$ cat src/common/la_decode_pkg.sv
`default_nettype none

package la_decode_pkg;

    localparam int XLEN       = 32;
    localparam int REG_ADDR_W = 5;

    // Lowest bit of each instruction field.
    localparam int RD_LSB   = 0;
    localparam int RJ_LSB   = 5;
    localparam int RK_LSB   = 10;
    localparam int SI12_LSB = 10;
    localparam int UI12_LSB = 10;
    localparam int SI14_LSB = 10;
    localparam int UI5_LSB  = 10;
    localparam int SI20_LSB = 5;

    // BL writes the return address here.
    localparam logic [REG_ADDR_W-1:0] LINK_REG = 5'd1;

    // Ten bit prefixes, inst[31:22].
    localparam logic [9:0] OP1_SLTI  = 10'h008;
    localparam logic [9:0] OP1_SLTUI = 10'h009;
    localparam logic [9:0] OP1_ADDIW = 10'h00a;
    localparam logic [9:0] OP1_ANDI  = 10'h00d;
    localparam logic [9:0] OP1_ORI   = 10'h00e;
    localparam logic [9:0] OP1_XORI  = 10'h00f;
    localparam logic [9:0] OP1_LDB   = 10'h0a0;
    localparam logic [9:0] OP1_LDH   = 10'h0a1;
    localparam logic [9:0] OP1_LDW   = 10'h0a2;
    localparam logic [9:0] OP1_STB   = 10'h0a4;
    localparam logic [9:0] OP1_STH   = 10'h0a5;
    localparam logic [9:0] OP1_STW   = 10'h0a6;
    localparam logic [9:0] OP1_LDBU  = 10'h0a8;
    localparam logic [9:0] OP1_LDHU  = 10'h0a9;

    // Seventeen bit prefixes, inst[31:15].
    localparam logic [16:0] OP2_ADDW    = 17'h00020;
    localparam logic [16:0] OP2_SUBW    = 17'h00022;
    localparam logic [16:0] OP2_SLT     = 17'h00024;
    localparam logic [16:0] OP2_SLTU    = 17'h00025;
    localparam logic [16:0] OP2_NOR     = 17'h00028;
    localparam logic [16:0] OP2_AND     = 17'h00029;
    localparam logic [16:0] OP2_OR      = 17'h0002a;
    localparam logic [16:0] OP2_XOR     = 17'h0002b;
    localparam logic [16:0] OP2_SLLW    = 17'h0002e;
    localparam logic [16:0] OP2_SRLW    = 17'h0002f;
    localparam logic [16:0] OP2_SRAW    = 17'h00030;
    localparam logic [16:0] OP2_MULW    = 17'h00038;
    localparam logic [16:0] OP2_MULHW   = 17'h00039;
    localparam logic [16:0] OP2_MULHWU  = 17'h0003a;
    localparam logic [16:0] OP2_DIVW    = 17'h00040;
    localparam logic [16:0] OP2_MODW    = 17'h00041;
    localparam logic [16:0] OP2_DIVWU   = 17'h00042;
    localparam logic [16:0] OP2_MODWU   = 17'h00043;
    localparam logic [16:0] OP2_BREAK   = 17'h00054;
    localparam logic [16:0] OP2_SYSCALL = 17'h00056;
    localparam logic [16:0] OP2_SLLIW   = 17'h00081;
    localparam logic [16:0] OP2_SRLIW   = 17'h00089;
    localparam logic [16:0] OP2_SRAIW   = 17'h00091;

    // Seven bit prefixes, inst[31:25].
    localparam logic [6:0] OP3_LU12I     = 7'h0a;
    localparam logic [6:0] OP3_PCADDU12I = 7'h0e;

    // Six bit prefixes, inst[31:26].
    localparam logic [5:0] OP5_JIRL = 6'h13;
    localparam logic [5:0] OP5_B    = 6'h14;
    localparam logic [5:0] OP5_BL   = 6'h15;
    localparam logic [5:0] OP5_BEQ  = 6'h16;
    localparam logic [5:0] OP5_BNE  = 6'h17;
    localparam logic [5:0] OP5_BLT  = 6'h18;
    localparam logic [5:0] OP5_BGE  = 6'h19;
    localparam logic [5:0] OP5_BLTU = 6'h1a;
    localparam logic [5:0] OP5_BGEU = 6'h1b;

    typedef enum logic [2:0] {
        ALU_SEL_NOP         = 3'd0,
        ALU_SEL_LOGIC       = 3'd1,
        ALU_SEL_SHIFT       = 3'd2,
        ALU_SEL_ARITHMETIC  = 3'd3,
        ALU_SEL_LOAD_STORE  = 3'd4,
        ALU_SEL_JUMP_BRANCH = 3'd5
    } alusel_e;

    // The top three bits of an ALU op carry its select.
    // SLTI and SLTUI sit in the shift group.
    typedef enum logic [7:0] {
        ALU_NOP       = 8'h00,
        ALU_NOR       = 8'h20,
        ALU_AND       = 8'h21,
        ALU_OR        = 8'h22,
        ALU_XOR       = 8'h23,
        ALU_ANDI      = 8'h24,
        ALU_ORI       = 8'h25,
        ALU_XORI      = 8'h26,
        ALU_LU12I     = 8'h27,
        ALU_SLLW      = 8'h40,
        ALU_SRLW      = 8'h41,
        ALU_SRAW      = 8'h42,
        ALU_SLLIW     = 8'h43,
        ALU_SRLIW     = 8'h44,
        ALU_SRAIW     = 8'h45,
        ALU_SLTI      = 8'h46,
        ALU_SLTUI     = 8'h47,
        ALU_ADDW      = 8'h60,
        ALU_SUBW      = 8'h61,
        ALU_SLT       = 8'h62,
        ALU_SLTU      = 8'h63,
        ALU_MULW      = 8'h64,
        ALU_MULHW     = 8'h65,
        ALU_MULHWU    = 8'h66,
        ALU_DIVW      = 8'h67,
        ALU_MODW      = 8'h68,
        ALU_DIVWU     = 8'h69,
        ALU_MODWU     = 8'h6a,
        ALU_ADDIW     = 8'h6b,
        ALU_PCADDU12I = 8'h6c,
        ALU_LDB       = 8'h80,
        ALU_LDH       = 8'h81,
        ALU_LDW       = 8'h82,
        ALU_LDBU      = 8'h83,
        ALU_LDHU      = 8'h84,
        ALU_STB       = 8'h85,
        ALU_STH       = 8'h86,
        ALU_STW       = 8'h87,
        ALU_BEQ       = 8'ha0,
        ALU_BNE       = 8'ha1,
        ALU_BLT       = 8'ha2,
        ALU_BGE       = 8'ha3,
        ALU_B         = 8'ha4,
        ALU_BL        = 8'ha5,
        ALU_JIRL      = 8'ha6
    } aluop_e;

    typedef enum logic [6:0] {
        EXC_SYS = 7'h0b,
        EXC_BRK = 7'h0c,
        EXC_INE = 7'h0d
    } exc_cause_e;

    typedef struct packed {
        aluop_e                aluop;
        alusel_e               alusel;
        logic                  reg1_read_en;
        logic [REG_ADDR_W-1:0] reg1_read_addr;
        logic                  reg2_read_en;
        logic [REG_ADDR_W-1:0] reg2_read_addr;
        logic                  reg_write_en;
        logic [REG_ADDR_W-1:0] reg_write_addr;
        logic [XLEN-1:0]       imm;
    } decode_t;

    // Decoders put rj and rk on the read addresses once they hit.
    localparam decode_t DECODE_NOP = '{
        aluop:   ALU_NOP,
        alusel:  ALU_SEL_NOP,
        default: '0
    };

    function automatic alusel_e sel_of(input aluop_e op);
        return alusel_e'(op[7:5]);
    endfunction

    function automatic logic [REG_ADDR_W-1:0] rd_of(input logic [XLEN-1:0] inst);
        return inst[RD_LSB +: REG_ADDR_W];
    endfunction

    function automatic logic [REG_ADDR_W-1:0] rj_of(input logic [XLEN-1:0] inst);
        return inst[RJ_LSB +: REG_ADDR_W];
    endfunction

    function automatic logic [REG_ADDR_W-1:0] rk_of(input logic [XLEN-1:0] inst);
        return inst[RK_LSB +: REG_ADDR_W];
    endfunction

    function automatic logic [XLEN-1:0] si12_sext(input logic [XLEN-1:0] inst);
        return {{20{inst[SI12_LSB+11]}}, inst[SI12_LSB +: 12]};
    endfunction

    function automatic logic [XLEN-1:0] ui12_zext(input logic [XLEN-1:0] inst);
        return {20'b0, inst[UI12_LSB +: 12]};
    endfunction

    function automatic logic [XLEN-1:0] ui5_zext(input logic [XLEN-1:0] inst);
        return {27'b0, inst[UI5_LSB +: 5]};
    endfunction

    function automatic logic [XLEN-1:0] si20_upper(input logic [XLEN-1:0] inst);
        return {inst[SI20_LSB +: 20], 12'b0};
    endfunction

endpackage

`default_nettype wire
$ cat src/hdl/id_stage.sv
`default_nettype none

module id_stage
    import la_decode_pkg::*;
(
    input  wire logic                  clk,
    input  wire logic                  reset_i,
    input  wire logic                  inst_valid_i,
    input  wire logic [XLEN-1:0]       pc_i,
    input  wire logic [XLEN-1:0]       inst_i,
    output logic                       dispatch_valid_o,
    output logic [XLEN-1:0]            pc_o,
    output aluop_e                     aluop_o,
    output alusel_e                    alusel_o,
    output logic                       reg1_read_en_o,
    output logic [REG_ADDR_W-1:0]      reg1_read_addr_o,
    output logic                       reg2_read_en_o,
    output logic [REG_ADDR_W-1:0]      reg2_read_addr_o,
    output logic                       reg_write_en_o,
    output logic [REG_ADDR_W-1:0]      reg_write_addr_o,
    output logic [XLEN-1:0]            imm_o,
    output logic                       exception_o,
    output exc_cause_e                 exception_cause_o
);

    logic    alu_hit;
    logic    mem_hit;
    logic    branch_hit;
    decode_t alu_dec;
    decode_t mem_dec;
    decode_t branch_dec;
    decode_t dec;

    alu_decoder i_alu_decoder (
        .inst_i (inst_i),
        .hit_o  (alu_hit),
        .dec_o  (alu_dec)
    );

    mem_decoder i_mem_decoder (
        .inst_i (inst_i),
        .hit_o  (mem_hit),
        .dec_o  (mem_dec)
    );

    branch_decoder i_branch_decoder (
        .inst_i (inst_i),
        .hit_o  (branch_hit),
        .dec_o  (branch_dec)
    );

    dispatch_merge i_dispatch_merge (
        .clk               (clk),
        .reset_i           (reset_i),
        .inst_valid_i      (inst_valid_i),
        .pc_i              (pc_i),
        .inst_i            (inst_i),
        .alu_hit_i         (alu_hit),
        .mem_hit_i         (mem_hit),
        .branch_hit_i      (branch_hit),
        .alu_dec_i         (alu_dec),
        .mem_dec_i         (mem_dec),
        .branch_dec_i      (branch_dec),
        .dispatch_valid_o  (dispatch_valid_o),
        .pc_o              (pc_o),
        .dec_o             (dec),
        .exception_o       (exception_o),
        .exception_cause_o (exception_cause_o)
    );

    assign aluop_o          = dec.aluop;
    assign alusel_o         = dec.alusel;
    assign reg1_read_en_o   = dec.reg1_read_en;
    assign reg1_read_addr_o = dec.reg1_read_addr;
    assign reg2_read_en_o   = dec.reg2_read_en;
    assign reg2_read_addr_o = dec.reg2_read_addr;
    assign reg_write_en_o   = dec.reg_write_en;
    assign reg_write_addr_o = dec.reg_write_addr;
    assign imm_o            = dec.imm;

endmodule

`default_nettype wire

$ cat src/decoder/dispatch_merge.sv
`default_nettype none

module dispatch_merge
    import la_decode_pkg::*;
(
    input  wire logic            clk,
    input  wire logic            reset_i,
    input  wire logic            inst_valid_i,
    input  wire logic [XLEN-1:0] pc_i,
    input  wire logic [XLEN-1:0] inst_i,
    input  wire logic            alu_hit_i,
    input  wire logic            mem_hit_i,
    input  wire logic            branch_hit_i,
    input  wire decode_t         alu_dec_i,
    input  wire decode_t         mem_dec_i,
    input  wire decode_t         branch_dec_i,
    output logic                 dispatch_valid_o,
    output logic [XLEN-1:0]      pc_o,
    output decode_t              dec_o,
    output logic                 exception_o,
    output exc_cause_e           exception_cause_o
);

    logic       is_break;
    logic       is_syscall;
    decode_t    dec_next;
    logic       exc_next;
    exc_cause_e cause_next;

    assign is_break   = (inst_i[31:15] == OP2_BREAK);
    assign is_syscall = (inst_i[31:15] == OP2_SYSCALL);

    always_comb begin
        dec_next   = DECODE_NOP;
        exc_next   = 1'b0;
        cause_next = EXC_INE;
        if (is_break) begin
            exc_next   = 1'b1;
            cause_next = EXC_BRK;
        end else if (is_syscall) begin
            exc_next   = 1'b1;
            cause_next = EXC_SYS;
        end else if (alu_hit_i) begin
            dec_next = alu_dec_i;
        end else if (mem_hit_i) begin
            dec_next = mem_dec_i;
        end else if (branch_hit_i) begin
            dec_next = branch_dec_i;
        end else if (inst_i != '0) begin
            // Nothing matched, and the zero word is a plain NOP.
            exc_next = 1'b1;
        end
    end

    always_ff @(posedge clk) begin
        if (reset_i) begin
            dispatch_valid_o  <= 1'b0;
            exception_o       <= 1'b0;
            exception_cause_o <= EXC_INE;
            dec_o             <= DECODE_NOP;
        end else begin
            dispatch_valid_o <= inst_valid_i;
            if (inst_valid_i) begin
                exception_o       <= exc_next;
                exception_cause_o <= cause_next;
                dec_o             <= dec_next;
            end
        end
    end

    always_ff @(posedge clk) begin
        if (inst_valid_i) begin
            pc_o <= pc_i;
        end
    end

    // The three decoders cover disjoint opcode groups.
    hit_onehot_a: assert property (@(posedge clk) disable iff (reset_i)
        inst_valid_i |-> $onehot0({alu_hit_i, mem_hit_i, branch_hit_i}));

    // A trapping instruction never reaches the register file.
    exc_no_write_a: assert property (@(posedge clk) disable iff (reset_i)
        (dispatch_valid_o && exception_o) |-> !dec_o.reg_write_en);

endmodule

`default_nettype wire

$ cat src/decoder/branch_decoder.sv
`default_nettype none

module branch_decoder
    import la_decode_pkg::*;
(
    input  wire logic [XLEN-1:0] inst_i,
    output logic                 hit_o,
    output decode_t              dec_o
);

    aluop_e aluop;

    // Unsigned compares share the signed ALU ops.
    always_comb begin
        aluop = ALU_NOP;
        case (inst_i[31:26])
            OP5_BEQ:            aluop = ALU_BEQ;
            OP5_BNE:            aluop = ALU_BNE;
            OP5_BLT, OP5_BLTU:  aluop = ALU_BLT;
            OP5_BGE, OP5_BGEU:  aluop = ALU_BGE;
            OP5_B:              aluop = ALU_B;
            OP5_BL:             aluop = ALU_BL;
            OP5_JIRL:           aluop = ALU_JIRL;
            default: ;
        endcase
    end

    assign hit_o = (aluop != ALU_NOP);

    // Offsets stay in the instruction word for the execute stage.
    always_comb begin
        dec_o = DECODE_NOP;
        if (hit_o) begin
            dec_o.aluop          = aluop;
            dec_o.alusel         = sel_of(aluop);
            dec_o.reg1_read_addr = rj_of(inst_i);
            dec_o.reg2_read_addr = rk_of(inst_i);
            case (aluop)
                ALU_B: begin
                end
                ALU_BL: begin
                    dec_o.reg_write_en   = 1'b1;
                    dec_o.reg_write_addr = LINK_REG;
                end
                ALU_JIRL: begin
                    dec_o.reg1_read_en   = 1'b1;
                    dec_o.reg_write_en   = 1'b1;
                    dec_o.reg_write_addr = rd_of(inst_i);
                end
                default: begin
                    dec_o.reg1_read_en   = 1'b1;
                    dec_o.reg2_read_en   = 1'b1;
                    dec_o.reg2_read_addr = rd_of(inst_i);
                end
            endcase
        end
    end

endmodule

`default_nettype wire

$ cat src/decoder/mem_decoder.sv
`default_nettype none

module mem_decoder
    import la_decode_pkg::*;
(
    input  wire logic [XLEN-1:0] inst_i,
    output logic                 hit_o,
    output decode_t              dec_o
);

    aluop_e aluop;
    logic   is_store;

    always_comb begin
        aluop = ALU_NOP;
        case (inst_i[31:22])
            OP1_LDB:  aluop = ALU_LDB;
            OP1_LDH:  aluop = ALU_LDH;
            OP1_LDW:  aluop = ALU_LDW;
            OP1_LDBU: aluop = ALU_LDBU;
            OP1_LDHU: aluop = ALU_LDHU;
            OP1_STB:  aluop = ALU_STB;
            OP1_STH:  aluop = ALU_STH;
            OP1_STW:  aluop = ALU_STW;
            default: ;
        endcase
    end

    assign hit_o    = (aluop != ALU_NOP);
    assign is_store = aluop inside {ALU_STB, ALU_STH, ALU_STW};

    always_comb begin
        dec_o = DECODE_NOP;
        if (hit_o) begin
            dec_o.aluop          = aluop;
            dec_o.alusel         = sel_of(aluop);
            dec_o.reg1_read_en   = 1'b1;
            dec_o.reg1_read_addr = rj_of(inst_i);
            // Store data comes from the register named in rd.
            dec_o.reg2_read_en   = is_store;
            dec_o.reg2_read_addr = is_store ? rd_of(inst_i) : rk_of(inst_i);
            dec_o.reg_write_en   = !is_store;
            dec_o.reg_write_addr = is_store ? '0 : rd_of(inst_i);
            dec_o.imm            = is_store ? '0 : si12_sext(inst_i);
        end
    end

endmodule

`default_nettype wire

$ cat src/decoder/alu_decoder.sv
`default_nettype none

module alu_decoder
    import la_decode_pkg::*;
(
    input  wire logic [XLEN-1:0] inst_i,
    output logic                 hit_o,
    output decode_t              dec_o
);

    logic [9:0]      opcode1;
    logic [16:0]     opcode2;
    logic [6:0]      opcode3;
    aluop_e          aluop;
    logic            reg_form;
    logic [XLEN-1:0] imm;

    assign opcode1 = inst_i[31:22];
    assign opcode2 = inst_i[31:15];
    assign opcode3 = inst_i[31:25];

    // The prefix groups never overlap, so at most one case matches.
    always_comb begin
        aluop = ALU_NOP;
        case (opcode1)
            OP1_SLTI:  aluop = ALU_SLTI;
            OP1_SLTUI: aluop = ALU_SLTUI;
            OP1_ADDIW: aluop = ALU_ADDIW;
            OP1_ANDI:  aluop = ALU_ANDI;
            OP1_ORI:   aluop = ALU_ORI;
            OP1_XORI:  aluop = ALU_XORI;
            default: ;
        endcase
        case (opcode2)
            OP2_ADDW:   aluop = ALU_ADDW;
            OP2_SUBW:   aluop = ALU_SUBW;
            OP2_SLT:    aluop = ALU_SLT;
            OP2_SLTU:   aluop = ALU_SLTU;
            OP2_NOR:    aluop = ALU_NOR;
            OP2_AND:    aluop = ALU_AND;
            OP2_OR:     aluop = ALU_OR;
            OP2_XOR:    aluop = ALU_XOR;
            OP2_SLLW:   aluop = ALU_SLLW;
            OP2_SRLW:   aluop = ALU_SRLW;
            OP2_SRAW:   aluop = ALU_SRAW;
            OP2_MULW:   aluop = ALU_MULW;
            OP2_MULHW:  aluop = ALU_MULHW;
            OP2_MULHWU: aluop = ALU_MULHWU;
            OP2_DIVW:   aluop = ALU_DIVW;
            OP2_MODW:   aluop = ALU_MODW;
            OP2_DIVWU:  aluop = ALU_DIVWU;
            OP2_MODWU:  aluop = ALU_MODWU;
            OP2_SLLIW:  aluop = ALU_SLLIW;
            OP2_SRLIW:  aluop = ALU_SRLIW;
            OP2_SRAIW:  aluop = ALU_SRAIW;
            default: ;
        endcase
        case (opcode3)
            OP3_LU12I:     aluop = ALU_LU12I;
            OP3_PCADDU12I: aluop = ALU_PCADDU12I;
            default: ;
        endcase
    end

    // Immediate forms pick their extension, the rest read rk.
    always_comb begin
        reg_form = 1'b0;
        case (aluop)
            ALU_SLTI, ALU_SLTUI, ALU_ADDIW:  imm = si12_sext(inst_i);
            ALU_ANDI, ALU_ORI, ALU_XORI:     imm = ui12_zext(inst_i);
            ALU_SLLIW, ALU_SRLIW, ALU_SRAIW: imm = ui5_zext(inst_i);
            ALU_LU12I, ALU_PCADDU12I:        imm = si20_upper(inst_i);
            default: begin
                imm      = '0;
                reg_form = 1'b1;
            end
        endcase
    end

    assign hit_o = (aluop != ALU_NOP);

    always_comb begin
        dec_o = DECODE_NOP;
        if (hit_o) begin
            dec_o.aluop          = aluop;
            dec_o.alusel         = sel_of(aluop);
            dec_o.reg1_read_en   = 1'b1;
            // LU12I adds its immediate to r0.
            dec_o.reg1_read_addr = (aluop == ALU_LU12I) ? '0 : rj_of(inst_i);
            dec_o.reg2_read_en   = reg_form;
            dec_o.reg2_read_addr = rk_of(inst_i);
            dec_o.reg_write_en   = 1'b1;
            dec_o.reg_write_addr = rd_of(inst_i);
            dec_o.imm            = imm;
        end
    end

endmodule

`default_nettype wire

$ cat config.mk
export PLATFORM = sky130hd
export DESIGN_NAME = id_stage
export DESIGN_NICKNAME = d
export VERILOG_FILES = /design/src/common/la_decode_pkg.sv /design/src/hdl/id_stage.sv /design/src/decoder/dispatch_merge.sv /design/src/decoder/branch_decoder.sv /design/src/decoder/mem_decoder.sv /design/src/decoder/alu_decoder.sv
export SDC_FILE = /design/constraint.sdc
export NUM_CORES = 1
export LEC_CHECK = 0
export ABC_AREA = 1
export BUFFER_PORTS_ARGS = -buffer_cell sky130_fd_sc_hd__buf_2
export CAP_MARGIN = 20
export CORE_ASPECT_RATIO = 0.7
export CORE_MARGIN = 1
export CORE_UTILIZATION = 57
export CTS_CLUSTER_DIAMETER = 120
export CTS_CLUSTER_SIZE = 28
export DETAILED_ROUTE_END_ITERATION = 16
export PLACE_DENSITY = 0.82
export RECOVER_POWER = 50
export REMOVE_ABC_BUFFERS = 1
export SKIP_LAST_GASP = 1
export SLEW_MARGIN = 20
export SYNTH_ARGS = -nofsm -noshare
export SYNTH_HDL_FRONTEND = slang
export SYNTH_HIERARCHICAL = 1
export SYNTH_SLANG_ARGS = --single-unit
$ cat constraint.sdc
create_clock -name clk -period 3.54 [get_ports clk]
set_clock_uncertainty 0.2 [all_clocks]
set_input_delay 1.062 -clock clk [delete_from_list [all_inputs] [get_ports clk]]
set_output_delay 1.062 -clock clk [all_outputs]
set_load 0.01 [all_outputs]
==> metrics.md <==
| Metric | Value |
|---|---|
| Status | `finished, violations left` |
| Violated checks | `max-capacitance violations, max-slew violations` |
| Register area | `0.00228 mm2` |
| Final setup fails | `0` |
| CTS Root Cell | `clkbuf_16` |
| Synth cell types | `36` |
| Clk sinks | `98` |
| Reg2reg start | `i_dispatch_merge/dec_o[1]` |
| Yosys warning total | `6` |
| Count of final hold-check violations | `0` |
| GRT Total Usage | `30.0%` |
| RR Endpoint | `i_dispatch_merge/dec_o[1]` |
| Multi-input logic area | `0.00451 mm2` |
| Fin Setup TNS | `0 ps` |
| First-pass GRT wire length | `36,400 um` |
| Buffers & Inverters on Critical Path | `8` |
| Crit end category | `flop` |
| Hold Path End | `i_dispatch_merge/exception_cause_o[0]` |
| FMAX | `301 MHz` |
| Port Buf Inserts | `164` |
| Final worst setup slack | `213 ps` |
| Seq/Total Area, Yosys | `27.5%` |
| R2R depth | `4` |
| Pre-Repair DR Iteration Count | `6` |
| Grt ovf | `0` |
| CTS buffer count | `9` |
| Largest family of logic cells by synthesized area | `simple AND/OR/NAND/NOR gates` |
| Fin crit period | `3330 ps` |
| Power per Cell Area | `280 mW/mm2` |
| Hold path start | `i_dispatch_merge/exception_cause_o[0]` |
| CP max stage delay | `250 ps` |
| # diodes | `0` |
| Via/cell ratio | `5.03` |
| Post-CTS sizing | `0` |
| Post-synthesis compound-gate area fraction | `10.1%` |
| CTS Hold Bufs | `0` |
| WHS Path Cells | `2` |
| Gate Count Post-Synth | `1,381` |
| Prevailing post-synth register cell | `dfxtp_1` |
| Die span in x | `146 um` |
| Critical path cell sequence | `buf_2, buf_4, inv_1, buf_4, nand3_1, inv_1, nor2_1, nand4_2, nor2_4, inv_2, inv_2, buf_12, nor2_1, a21oi_1, nand2_1, nor2_1, nor2_1, nor2_1` |
| Adder-Cell Fraction of Synth Area | `0%` |
| Max IR drop VDD | `0.000243 V` |
| CTS tree | `built` |
| Required @ worst endpoint | `3630 ps` |
| Post-synth EDFFs | `32` |
| Die ar. | `0.0150 mm2` |
| Pleak | `0.00489 uW` |
| Worst hold-check path type | `flop to flop` |
| DRC viols | `0` |
| Fill cell count | `1,267` |
| Pins over their slew limit | `88` |
| H-tree Lvls | `3` |
| Vias post-DR | `8,792` |
| Share of post-route cells with drive strength above 1 | `18.8%` |
| CP Max Fanout | `20` |
| GP Congestion | `0.954` |
| Core ar. | `0.0141 mm2` |
| WS Path Type | `input pin to flop` |
| DR iter-0 viols | `1,026` |
| Final wirelength | `22,600 um` |
| Clk buf depth | `2` |
| Fin crit share | `94.0%` |
| DP Cell Count | `1,732` |
| Clock slew seen by the registers of the worst setup and hold paths | `70 ps` |
| Avg WL per Cell | `12.9 um` |
| Avg Inst Size Synth | `6.00 um2` |
| Slowest stage cell on the critical path | `nor2_1` |
| Yosys reg bits | `98` |
| Largest net degree at the start of global routing | `88` |
| Final net count | `1,620` |
| Clk_lat worst skew | `360 ps` |
| Relative slew margins | `-10.3%` |
| Initial core utilization | `58.9%` |
| Critical path's top delay family | `simple AND/OR/NAND/NOR gates` |
| Number of global-route vias before repair | `7,515` |
| Pre-CTS setup slack | `-170 ps` |
| Area delta synth->final | `16.0%` |
| Crit-path most repeated cell | `nor2_1` |
| Initial antenna violation count | `0` |
| Post-Synth Simple-Gate Area | `41.7%` |
| # IOs | `169` |
| WP data arrival | `3420 ps` |
| Post-DP HPWL | `16,400 um` |
| Setup bufs post-CTS | `0` |
| Max-cap violation count | `1` |
| Setup crit start kind | `input pin` |
| Mux cell area share after synthesis | `0%` |
| Internal reg-to-reg setup slack | `2520 ps` |
| Rows | `36` |
| XOR/XNOR Fraction of Synth Area | `0%` |
| Post-layout util | `68.4%` |
| Synthesized cell area | `0.00828 mm2` |
| Synth async-reset ratio | `0%` |
| Non-filler instance count after layout | `1,748` |
| Antenna-violating nets left | `0` |
| Die Ht | `103 um` |
| Worst slew pin tran | `1650 ps` |
==> metrics by stage <==
| step | cell area [um2] | total power [uW] | hold WS (ps) |
|---|---|---|---|
| after floorplan | 7400 | 1480 | 302 |
| after global placement | 9350 | 1730 | 253 |
| after detailed placement | 9350 | 1740 | 264 |
| after CTS | 9650 | 2710 | 281 |
| after global routing | 9610 | 2820 | 319 |
| final | 9610 | 2690 | 290 |
==> flip-flops by register name, indices dropped and copies added, names as in the netlist <==
| signal | cells |
|---|---|
| i_dispatch_merge/dec_o | 61 |
| i_dispatch_merge/dispatch_valid_o | 1 |
| i_dispatch_merge/exception_cause_o | 3 |
| i_dispatch_merge/exception_o | 1 |
| i_dispatch_merge/pc_o | 32 |
==> power by group <==
part	switching, uW	internal (uW)
Sequential	16.0	1210
Clock	462	511
Combinational	317	178
==> metal layers <==
layer / routed length (um) / track usage [%] / vias up / share of wire (%)
li1: - / - / 4460 / -
met1: 10300 / 43.1 / 3828 / 46
met3: 2450 / 6.15 / 48 / 11
met5: 0 / 0 / - / 0
met2: 9460 / 45.7 / 456 / 42
met4: 377 / 7.85 / 0 / 1.7
==> worst max-delay path by stage <==
stage | start | to | slack, ps | cells after the start
2_1_floorplan | inst_i[30] | i_dispatch_merge/dec_o[39] | -820 | 16
3_3_place_gp | inst_i[31] | i_dispatch_merge/dec_o[50] | -160 | 19
3_5_place_dp | inst_i[31] | i_dispatch_merge/dec_o[50] | -170 | 19
4_1_cts | inst_i[31] | i_dispatch_merge/dec_o[50] | 180 | 19
5_1_grt | inst_i[22] | i_dispatch_merge/dec_o[25] | -1 | 23
6_report | inst_i[22] | i_dispatch_merge/dec_o[51] | 210 | 18
==> layout make-up <==
| cell class | count | share of cell area, % |
|---|---|---|
| Timing Repair Buffer | 264 | 17.0 |
| Clock inverter | 6 | 0.599 |
| Sequential cell | 98 | 23.8 |
| Multi-Input combinational cell | 1007 | 46.9 |
| Clock buffer | 10 | 2.49 |
| Tap cell | 190 | 2.47 |
| Inverter | 173 | 6.76 |
==> tightest hold or removal path: cells and delay by family (launching register included) <==
family           cells  cell delay, ps
AND/OR/NAND/NOR      1              60
flip-flops           1             330
AO/OA/AOI/OAI        1              70
==> placed cells by master (no fill, tap or decap), types with 3 or more instances in the layout <==
cell type	count
conb_1	49
a21oi_1	135
nand2_4	4
edfxtp_1	32
nor2_8	5
nor2_4	14
buf_2	116
nand4_1	12
o21ai_0	20
clkbuf_1	48
nor3_2	3
clkbuf_16	9
buf_12	10
nand3_1	52
nor2_2	9
clkinv_4	4
a21oi_2	4
nor3_1	14
nor2_1	426
nand3_4	4
buf_4	88
inv_2	4
nand2_1	233
dfxtp_1	66
inv_1	169
nand2_2	9
==> kinds of logic after synthesis <==
group,after synthesis
AND/OR/NAND/NOR,795
buffers and inverters,320
AO/OA/AOI/OAI,163
flip-flops,98
other,5
==> synth_stat cells, types with 18 or more instances <==
library cell / n / area [um2]
nor2_1: 431 / 1620
nand2_1: 235 / 882
inv_1: 169 / 634
a21oi_1: 137 / 686
buf_4: 83 / 623
dfxtp_1: 66 / 1320
nand3_1: 53 / 265
edfxtp_1: 32 / 961
buf_2: 26 / 130
o21ai_0: 20 / 100
buf_6: 18 / 203
clkbuf_1: 18 / 67.6
No activity file was read; power rests on OpenSTA's default activity.
